$ cat src/hdl/sms_settings.svh
`ifndef SMS_SETTINGS_SVH
`define SMS_SETTINGS_SVH

// ======================================================================
// Clock enables
// ======================================================================

// Length of one enable frame in clk_sys cycles
`define CE_CYCLE_LEN 30

// ======================================================================
// Backup RAM
// ======================================================================

// One backup image is this many 512-byte sectors
`define BK_SECTOR_COUNT 64

// ======================================================================
// Download stream
// ======================================================================

// Targets that are not cartridge images
`define DL_INDEX_CHEAT   8'hFF
`define DL_INDEX_SYSMODE 8'd4
`define DL_INDEX_DIPSW   8'd254

// Size of one cheat record on the stream
`define CHEAT_RECORD_BYTES 16

`endif

$ cat src/hdl/sms_pkg.sv
package sms_pkg;

	// Widths with a meaning of their own
	typedef logic [7:0]  byte_t;
	typedef logic [7:0]  dl_index_t;
	typedef logic [24:0] dl_addr_t;
	typedef logic [31:0] word_t;
	typedef logic [31:0] lba_t;

	// Download stream from the host
	typedef struct packed {
		logic      active;
		logic      wr;
		dl_index_t index;
		dl_addr_t  addr;
		byte_t     data;
	} dl_bus_t;

	// Core clock enables
	typedef struct packed {
		logic cpu;
		logic vdp;
		logic pix;
		logic sp;
	} ce_bus_t;

	// One cheat record with flags in the top word
	typedef struct packed {
		word_t flags;
		word_t address;
		word_t compare;
		word_t replace;
	} cheat_code_t;

	// Sector request to the host
	typedef struct packed {
		logic rd;
		logic wr;
		lba_t lba;
	} sd_req_t;

	typedef enum logic [1:0] {
		BK_IDLE,
		BK_WAIT_ACK,
		BK_XFER
	} bk_state_t;

endpackage

$ cat src/hdl/backup_ram_sequencer.sv
`timescale 1ns/100ps
`include "sms_settings.svh"

module backup_ram_sequencer (
	input  logic             clk_sys,
	input  logic             RESET,
	input  sms_pkg::dl_bus_t dl,
	input  logic             img_mounted,
	input  logic             img_readonly,
	input  logic             img_size_nonzero,
	input  logic             nvram_we,
	input  logic             osd_open,
	input  logic             autosave,
	input  logic             load_req,
	input  logic             save_req,
	input  logic             sd_ack,
	output sms_pkg::sd_req_t sd,
	output logic             bk_busy,
	output logic             bk_loading,
	output logic             bk_pending
);

	import sms_pkg::*;

	bk_state_t state;
	logic      bk_ena;
	logic      cart_dl;
	logic      cart_dl_q;
	logic      ack_q;
	logic      ack_rise;
	logic      ack_fall;
	logic      load_cond;
	logic      save_cond;
	logic      load_q;
	logic      save_q;
	logic      start_load;
	logic      start_save;
	logic      last_sector;

	// Anything but cheats, system mode and DIP switches is a cartridge
	assign cart_dl = dl.active && (dl.index != `DL_INDEX_CHEAT) &&
		(dl.index != `DL_INDEX_SYSMODE) && (dl.index != `DL_INDEX_DIPSW);

	assign load_cond = load_req && bk_ena;
	assign save_cond = (save_req || (bk_pending && osd_open && autosave)) && bk_ena;

	// A finished cartridge download pulls in its save image
	assign start_load = (load_cond && !load_q) ||
		(cart_dl_q && !cart_dl && img_size_nonzero && bk_ena);
	assign start_save = save_cond && !save_q;

	assign ack_rise    = sd_ack && !ack_q;
	assign ack_fall    = !sd_ack && ack_q;
	assign last_sector = (sd.lba == lba_t'(`BK_SECTOR_COUNT - 1));
	assign bk_busy     = (state != BK_IDLE);

	always_ff @(posedge clk_sys) begin
		if (RESET) begin
			cart_dl_q <= 1'b0;
			ack_q     <= 1'b0;
			load_q    <= 1'b0;
			save_q    <= 1'b0;
		end else begin
			cart_dl_q <= cart_dl;
			ack_q     <= sd_ack;
			load_q    <= load_cond;
			save_q    <= save_cond;
		end
	end

	// ======================================================================
	// Backup enable and pending flag
	// ======================================================================

	// Image gets mounted while the cartridge is still downloading
	always_ff @(posedge clk_sys) begin
		if (RESET) begin
			bk_ena <= 1'b0;
		end else begin
			if (cart_dl && !cart_dl_q)
				bk_ena <= 1'b0;
			if (cart_dl && img_mounted && !img_readonly)
				bk_ena <= 1'b1;
		end
	end

	always_ff @(posedge clk_sys) begin
		if (RESET) begin
			bk_pending <= 1'b0;
		end else if (bk_ena && !osd_open && nvram_we) begin
			bk_pending <= 1'b1;
		end else if (bk_busy) begin
			bk_pending <= 1'b0;
		end
	end

	// ======================================================================
	// Sector walk
	// ======================================================================

	always_ff @(posedge clk_sys) begin
		if (RESET) begin
			state      <= BK_IDLE;
			sd.rd      <= 1'b0;
			sd.wr      <= 1'b0;
			bk_loading <= 1'b0;
		end else begin
			case (state)
				BK_IDLE: begin
					// Load wins when both fire together
					if (start_load || start_save) begin
						state      <= BK_WAIT_ACK;
						bk_loading <= start_load;
						sd.rd      <= start_load;
						sd.wr      <= !start_load;
						sd.lba     <= '0;
					end
				end
				BK_WAIT_ACK: begin
					if (ack_rise) begin
						sd.rd <= 1'b0;
						sd.wr <= 1'b0;
						state <= BK_XFER;
					end
				end
				BK_XFER: begin
					// Host drops ack once the sector buffer is done
					if (ack_fall) begin
						if (last_sector) begin
							state      <= BK_IDLE;
							bk_loading <= 1'b0;
						end else begin
							sd.lba <= sd.lba + lba_t'(1);
							sd.rd  <= bk_loading;
							sd.wr  <= !bk_loading;
							state  <= BK_WAIT_ACK;
						end
					end
				end
				default: begin
					state <= BK_IDLE;
				end
			endcase
		end
	end

endmodule

$ cat src/hdl/cheat_code_loader.sv
`timescale 1ns/100ps
`include "sms_settings.svh"

module cheat_code_loader (
	input  logic                 clk_sys,
	input  logic                 RESET,
	input  sms_pkg::dl_bus_t     dl,
	output sms_pkg::cheat_code_t cheat_code,
	output logic                 cheat_valid,
	output logic                 cheat_clear
);

	logic       code_wr;
	logic [1:0] lane;
	logic       last_byte;
	logic       first_byte;

	assign code_wr    = dl.active && dl.wr && (dl.index == `DL_INDEX_CHEAT);
	assign lane       = dl.addr[1:0];
	assign last_byte  = (dl.addr[3:0] == 4'(`CHEAT_RECORD_BYTES - 1));
	assign first_byte = dl.active && dl.wr && (dl.addr == '0);

	// ======================================================================
	// Record assembly
	// ======================================================================

	// Nibble bits 3:2 pick the field, bits 1:0 the byte, LSB first
	always_ff @(posedge clk_sys) begin
		if (code_wr) begin
			case (dl.addr[3:2])
				2'd0: cheat_code.flags[8*lane +: 8]   <= dl.data;
				2'd1: cheat_code.address[8*lane +: 8] <= dl.data;
				2'd2: cheat_code.compare[8*lane +: 8] <= dl.data;
				default: cheat_code.replace[8*lane +: 8] <= dl.data;
			endcase
		end
	end

	// ======================================================================
	// Strobes
	// ======================================================================

	always_ff @(posedge clk_sys) begin
		if (RESET) begin
			cheat_valid <= 1'b0;
		end else begin
			// Record is complete once the last byte has landed
			cheat_valid <= code_wr && last_byte;
		end
	end

	// Any new download wipes the cheat list
	always_ff @(posedge clk_sys) begin
		if (RESET) begin
			cheat_clear <= 1'b0;
		end else begin
			cheat_clear <= first_byte;
		end
	end

endmodule

$ cat src/hdl/clock_enable_gen.sv
`timescale 1ns/100ps
`include "sms_settings.svh"

module clock_enable_gen (
	input  logic             clk_sys,
	input  logic             RESET,
	output sms_pkg::ce_bus_t ce
);

	// Position inside the enable frame
	logic [4:0] phase;
	logic       frame_end;

	assign frame_end = (phase == 5'(`CE_CYCLE_LEN - 1));

	always_ff @(posedge clk_sys) begin
		if (RESET) begin
			phase <= '0;
		end else if (frame_end) begin
			phase <= '0;
		end else begin
			phase <= phase + 5'd1;
		end
	end

	// ======================================================================
	// Enable decode with one pulse per listed phase
	// ======================================================================

	always_ff @(posedge clk_sys) begin
		if (RESET) begin
			ce <= '0;
		end else begin
			// Frame length is even, so sp keeps its period across the wrap
			ce.sp  <= phase[0];
			ce.vdp <= 1'b0;
			ce.pix <= 1'b0;
			ce.cpu <= 1'b0;
			case (phase)
				5'd4, 5'd14: begin
					ce.vdp <= 1'b1;
				end
				5'd9: begin
					ce.vdp <= 1'b1;
					ce.pix <= 1'b1;
					ce.cpu <= 1'b1;
				end
				5'd19, 5'd29: begin
					ce.vdp <= 1'b1;
					ce.pix <= 1'b1;
				end
				// Late cpu phase keeps the H counter timing
				5'd24: begin
					ce.vdp <= 1'b1;
					ce.cpu <= 1'b1;
				end
				default: begin
				end
			endcase
		end
	end

endmodule

$ cat src/hdl/sms_support_top.sv
`timescale 1ns/100ps

module sms_support_top (
	input  logic                 clk_sys,
	input  logic                 RESET,
	input  sms_pkg::dl_bus_t     dl,
	output sms_pkg::ce_bus_t     ce,
	output sms_pkg::cheat_code_t cheat_code,
	output logic                 cheat_valid,
	output logic                 cheat_clear,
	input  logic                 img_mounted,
	input  logic                 img_readonly,
	input  logic                 img_size_nonzero,
	input  logic                 nvram_we,
	input  logic                 osd_open,
	input  logic                 autosave,
	input  logic                 load_req,
	input  logic                 save_req,
	input  logic                 sd_ack,
	output sms_pkg::sd_req_t     sd,
	output logic                 bk_busy,
	output logic                 bk_loading,
	output logic                 bk_pending
);

	clock_enable_gen u_clock_enable_gen (
		.clk_sys (clk_sys),
		.RESET   (RESET),
		.ce      (ce)
	);

	// Both loaders watch the same download stream
	cheat_code_loader u_cheat_code_loader (
		.clk_sys     (clk_sys),
		.RESET       (RESET),
		.dl          (dl),
		.cheat_code  (cheat_code),
		.cheat_valid (cheat_valid),
		.cheat_clear (cheat_clear)
	);

	backup_ram_sequencer u_backup_ram_sequencer (
		.clk_sys          (clk_sys),
		.RESET            (RESET),
		.dl               (dl),
		.img_mounted      (img_mounted),
		.img_readonly     (img_readonly),
		.img_size_nonzero (img_size_nonzero),
		.nvram_we         (nvram_we),
		.osd_open         (osd_open),
		.autosave         (autosave),
		.load_req         (load_req),
		.save_req         (save_req),
		.sd_ack           (sd_ack),
		.sd               (sd),
		.bk_busy          (bk_busy),
		.bk_loading       (bk_loading),
		.bk_pending       (bk_pending)
	);

endmodule

$ cat config.mk
export PLATFORM = sky130hd
export DESIGN_NAME = sms_support_top
export DESIGN_NICKNAME = d
export VERILOG_FILES = /design/src/hdl/sms_pkg.sv /design/src/hdl/backup_ram_sequencer.sv /design/src/hdl/cheat_code_loader.sv /design/src/hdl/clock_enable_gen.sv /design/src/hdl/sms_support_top.sv
export VERILOG_INCLUDE_DIRS = /design/src /design/src/hdl
export SDC_FILE = /design/constraint.sdc
export NUM_CORES = 1
export LEC_CHECK = 0
export BUFFER_PORTS_ARGS = -buffer_cell sky130_fd_sc_hd__buf_2
export CORE_UTILIZATION = 55
export DETAILED_ROUTE_END_ITERATION = 8
export PLACE_DENSITY_LB_ADDON = 0.08
export SETUP_SLACK_MARGIN = 0.1
export SLEW_MARGIN = 20
export SYNTH_ARGS = -nofsm -noshare
export SYNTH_HDL_FRONTEND = slang
export SYNTH_SLANG_ARGS = --single-unit
$ cat constraint.sdc
create_clock -name clk_sys -period 9.8 [get_ports clk_sys]
set_input_delay 2.45 -clock clk_sys [delete_from_list [all_inputs] [get_ports clk_sys]]
set_output_delay 2.45 -clock clk_sys [all_outputs]
set_load 0.02 [all_outputs]
==> flow_summary.ini, run 1 <==
[clock_network]
clkTransAtPathRegs_ns = 0.06
post_cts_buffers = 0
root_buffer = clkbuf_16
htree_levels = 4
cts_buffers = 17
clock-sinks = 182
cts.path.max_buffers = 2
holdBufCountCts = 0
clk_latency_ns = 0.42
cts_tree = yes
post_cts_resized = 0

[setup_path]
cp.arrival_ns = 4.34
crit_path_frequent_cell = o21ai_2
slowest_delay_ns = 0.55
cp.depth = 7
cp_max_fo = 32
end_kind = register
critPathSlowestCell = or4b_1
path_cells = buf_2 > or4b_1 > o21ai_2 > o21ai_2 > and2_1 > a2111oi_4 > buf_4
worst_ep_required_time_ns = 9.88
cp_top_family = simple AND/OR/NAND/NOR gates
r2r_cells = 6
cp-start-kind = input pin
worstSetupPathType = input pin to register
critical_path_buf_inv_count = 2

[synthesis]
synth_top_area_share = 0.658
yosys.area_share.adder = 0.0257
synth_common_cells = edfxtp_1, and2_1, nor2_1
syn_inst = 504
synthArstFlopShare = 0
synth_mux_area_frac = 0.00720
ys_ff_latch = 182
synth_edf_count = 160
netlist_area_sq_um = 7300
ys_types = 54
yosys.area_share.simple = 0.160
synth_compound_area_frac = 0.0348
ys_seq_area_frac = 0.719
syn_avg_cell_area_sq_um = 14.5
ys_warn_count = 0
synth.most_common_cell = edfxtp_1
synth-xor-area-share = 0.0360
synth_top_family_by_area = simple AND/OR/NAND/NOR gates
synth_ff_type = edfxtp_1
synth_top_area_cell = edfxtp_1
synthTopCellsByArea = edfxtp_1, dfxtp_1, and2_1
syn-num-nets = 573

[sta]
fin_crit_sh = 0.435
rsz0062_at_grt = false
skew_ns = 0.00877
tightest_slew_ns = 1.06
maxSlewHeadroom = 0.290
fmax_ghz = 0.234
setup_viol = 0
setup_slack_ns = 5.53
timing.final.hold_violations = 0
min_period_ns = 4.27
setup_tns_ns = 0
slew_violations = 0

[route]
first_pass_iters = 5
vias_per_cell = 5.44
wl_mm = 16.4
wl_per_cell_um = 17.8
drc = 0
ant_nets = 0
vias = 5007
drt_iter0_drc = 234

[placement]
gp_congestion = 0.835
dp_cells = 888
hpwl_mm = 12.2
dpl_worst_slack_ns = 5.12
io_buffers = 224
detailed_place.area_sq_um = 8600

[status]
status = completed

[die]
die_y_um = 117
die_area_sq_um = 13700
io_pins = 225
start_util = 0.571
core-area_sq_um = 12800
fp.dieW_um = 117
rows = 41

[worst_hold_path]
whs_path_depth = 2
hp-class = register to register

[power_and_ir_drop]
finalPower_uw = 1770
p_switching_uw = 473
seqPwrFrac = 0.522
p_comb_frac = 0.136
swShare = 0.267
p_int_uw = 1300
ir_drop_uv = 110
p_leak_uw = 0.00310
power_per_cell_area_nw_per_um2 = 194
power_frac_clock = 0.342

[final_layout]
final_cell_area_sq_um = 9130
final_nets = 804
drive_above_1_share = 0.361
fin_cells = 920
area_growth_syn_to_layout_pct = 25.1
diodes = 0

[global_route]
grt_pass1_vias = 4639
grtUsageTotal = 0.241
grt_max_degree = 34
antenna_found_initial = 0
grt_pass1_wl_mm = 24.0
grt_overflow = 0

[job]
maxCapViolations = 0
[placed cells by master, fill, tap and decap left out, drive strengths merged, types with 2 or more instances in the layout]
| master | count |
|---|---|
| mux2 | 2 |
| a21oi | 9 |
| or3 | 3 |
| nor2 | 45 |
| xor2 | 7 |
| nand3b | 4 |
| clkbuf | 18 |
| nand2 | 19 |
| nor4 | 20 |
| nor3b | 3 |
| edfxtp | 160 |
| o21a | 2 |
| ha | 15 |
| dfxtp | 22 |
| and2 | 46 |
| clkinv | 8 |
| o21ai | 10 |
| inv | 23 |
| and4 | 4 |
| nor3 | 12 |
| and3 | 9 |
| nand3 | 21 |
| buf | 225 |
| nand2b | 2 |
| clkinvlp | 2 |
| nand4 | 9 |
| xnor2 | 23 |
| nor4b | 2 |
| mux2i | 3 |
[worst min-delay path: stages (launching register included)]
cell and delay (ns):
dfxtp_1 0.31, nand2_1 0.05, mux2i_1 0.06
[registers in the layout, indices dropped and copies added (netlist names)]
name and flops:
u_backup_ram_sequencer.bk_pending 1, u_clock_enable_gen.ce 4, u_backup_ram_sequencer.state 2, u_cheat_code_loader.cheat_clear 1, u_cheat_code_loader.cheat_code 128, u_backup_ram_sequencer.ack_q 1, u_backup_ram_sequencer.bk_loading 1, u_cheat_code_loader.cheat_valid 1
u_backup_ram_sequencer.cart_dl_q 1, u_backup_ram_sequencer.sd 34, u_backup_ram_sequencer.save_q 1, u_clock_enable_gen.phase 5, u_backup_ram_sequencer.load_q 1, u_backup_ram_sequencer.bk_ena 1
[power groups by stage]
stage / sequential (uW) / combinational [uW] / clock, uW
global route: 930 / 261 / 635
floorplan: 959 / 133 / 0
global placement: 938 / 232 / 0
finish: 924 / 241 / 605
CTS: 924 / 241 / 611
detailed placement: 940 / 240 / 0
[logic make-up after synthesis]
kind of cell	count (synthesis)
AND/OR/NAND/NOR	205
flip-flops	182
AO/OA/AOI/OAI	35
buffers and inverters	32
XOR/XNOR	30
adder cells (fa/ha/maj)	15
multiplexers	5
[layout make-up]
cell class,count,area (sq um)
fillers,873,3640
repair buffers,225,1130
inverters,19,71.3
multi-input cells,290,1940
clock inverters,14,101
well taps,172,215
clock buffers,18,429
flip-flops and latches,182,5250
[layer usage]
| layer | global-route usage | vias up | share of wire |
|---|---|---|---|
| met1 | 0.298 | 2414 | 0.40 |
| met5 | 0 | - | 0 |
| met2 | 0.409 | 232 | 0.51 |
| met4 | 0.112 | 0 | 0.026 |
| li1 | - | 2325 | - |
| met3 | 0.0510 | 36 | 0.072 |
[final timing paths]
check | from | end | slack, ns
setup reg to reg | u_backup_ram_sequencer.state[0] | u_backup_ram_sequencer.sd[33] | 7.04
hold reg to reg | u_backup_ram_sequencer.sd[32] | u_backup_ram_sequencer.sd[32] | 0.47
setup / recovery | dl[33] | u_backup_ram_sequencer.sd[18] | 5.53
hold / removal | u_backup_ram_sequencer.sd[32] | u_backup_ram_sequencer.sd[32] | 0.47
[stage by stage]
step	utilization	hold slack (ns)
after floorplan	-	0.445
after global placement	0.673	0.451
after detailed placement	0.673	0.454
after CTS	0.715	0.470
after global routing	0.715	0.483
final	0.715	0.469
No activity file was read; power rests on OpenSTA's default activity.
==> run 2, diff against run 1 <==
--- a/config.mk
+++ b/config.mk
@@ -7,7 +7,7 @@
 export NUM_CORES = 1
 export LEC_CHECK = 0
 export BUFFER_PORTS_ARGS = -buffer_cell sky130_fd_sc_hd__buf_2
-export CORE_UTILIZATION = 55
+export CORE_UTILIZATION = 46
 export DETAILED_ROUTE_END_ITERATION = 8
 export PLACE_DENSITY_LB_ADDON = 0.08
 export SETUP_SLACK_MARGIN = 0.1
==> constraint.sdc (replaced) <==
create_clock -name clk_sys -period 3.7 [get_ports clk_sys]
set_input_delay 0.925 -clock clk_sys [delete_from_list [all_inputs] [get_ports clk_sys]]
set_output_delay 0.925 -clock clk_sys [all_outputs]
set_load 0.02 [all_outputs]
==> flow_summary.ini, run 2 (same netlist as run 1, synthesis figures left out) <==
[status]
status = completed

[worst_hold_path]
hp-class = register to register
hp-start = u_backup_ram_sequencer.sd[32]

[sta]
fin_crit_sh = 0.736
slew_violations = 0
rsz0062_at_grt = false
skew_ns = 0.00771
timing.final.hold_violations = 0
tightest_slew_ns = 0.861
setup_slack_ns = 0.976
maxSlewHeadroom = 0.425
setup_viol = 0
min_period_ns = 2.72
setup_tns_ns = 0
fmax_ghz = 0.367

[die]
rows = 45
die_y_um = 128
io_pins = 225
die_area_sq_um = 16400
core-area_sq_um = 15300
start_util = 0.476
fp.dieW_um = 128

[route]
drt_iter0_drc = 331
wl_per_cell_um = 17.6
ant_nets = 0
wl_mm = 16.9
vias = 4928
first_pass_iters = 4
vias_per_cell = 5.14
drc = 0

[setup_path]
reg2reg_from = u_backup_ram_sequencer.state[0]
worst_ep_required_time_ns = 3.77
cp_max_fo = 32
cp.arrival_ns = 2.79
worstSetupPathType = input pin to register
crit_start = dl[37]
end_kind = register
cp-start-kind = input pin

[global_route]
grt_max_degree = 33
grt_pass1_vias = 4660
grt_overflow = 0
grtUsageTotal = 0.214
grt_pass1_wl_mm = 25.8
antenna_found_initial = 0

[job]
maxCapViolations = 0

[clock_network]
cts.path.max_buffers = 2
htree_levels = 4
clkTransAtPathRegs_ns = 0.06
holdBufCountCts = 0
clk_latency_ns = 0.42
post_cts_buffers = 0
cts_tree = yes
clock-sinks = 182
post_cts_resized = 0
root_buffer = clkbuf_16
cts_buffers = 17

[final_layout]
fin_cells = 959
fillerInstances = 1246
drive_above_1_share = 0.364
diodes = 0
final_nets = 808
final_cell_mix = buf_2, edfxtp_1, and2_1, nor2_1, xnor2_1
area_growth_syn_to_layout_pct = 26.8
largest_reg_flops = 128
final_cell_area_sq_um = 9260
final_common_cell = buf_2

[power_and_ir_drop]
ir_drop_uv = 317
power_per_cell_area_nw_per_um2 = 526
p_leak_uw = 0.00313
finalPower_uw = 4870

[placement]
hpwl_mm = 12.4
dp_cells = 931
detailed_place.area_sq_um = 8680
dpl_worst_slack_ns = 0.528
io_buffers = 224
gp_congestion = 0.797
-- run 2: cell count changes in the layout (fill, tap and decap cells not counted) --
cell,before,now
clkinvlp_4,2,3
buf_4,1,5
clkinv_2,3,0
bufinv_16,0,3
clkinv_4,3,1
clkinv_1,2,1
clkbuf_1,1,0
inv_8,1,0
-- run 2: final timing paths --
| kind | end | slack (ns) | cells after the start |
|---|---|---|---|
| worst max-delay path | u_backup_ram_sequencer.sd[5] | 0.98 | 7 |
| worst min-delay path | u_backup_ram_sequencer.sd[32] | 0.48 | 2 |
| worst min register to register | u_backup_ram_sequencer.sd[32] | 0.48 | 2 |
| worst max register to register | u_backup_ram_sequencer.sd[5] | 1.23 | 5 |
-- run 2: power breakdown --
group,internal [uW],switching [uW]
logic,232,399
clock network,1050,738
registers,2340,108
-- run 2: layout make-up --
type | count | area, sq um | area share
clock buffers | 17 | 425 | 0.0460
flip-flops and latches | 182 | 5250 | 0.567
repair buffers | 229 | 1160 | 0.125
inverters | 19 | 71.3 | 0.00771
clock inverters | 11 | 151 | 0.0164
well taps | 211 | 264 | 0.0285
multi-input cells | 290 | 1940 | 0.210
-- run 2: metrics by stage --
| stage | utilization | hold slack [ns] |
|---|---|---|
| 2_1_floorplan | - | 0.445 |
| 3_3_place_gp | 0.567 | 0.452 |
| 3_5_place_dp | 0.567 | 0.457 |
| 4_1_cts | 0.604 | 0.476 |
| 5_1_grt | 0.604 | 0.500 |
| 6_report | 0.604 | 0.475 |
-- run 2: per-layer routing --
layer / GRT usage / share of wire / up-vias
met4: 0.0789 / 0.018 / 0
met3: 0.0405 / 0.049 / 19
li1: - / - / 2329
met1: 0.276 / 0.44 / 2410
met5: 0 / 0 / -
met2: 0.360 / 0.50 / 170
-- run 2: worst max-delay path: stages --
cell	delay (ns)
buf_2	0.11
or4_4	0.53
o21ai_2	0.20
o21ai_2	0.13
and2_1	0.19
a2111oi_4	0.26
buf_4	0.43
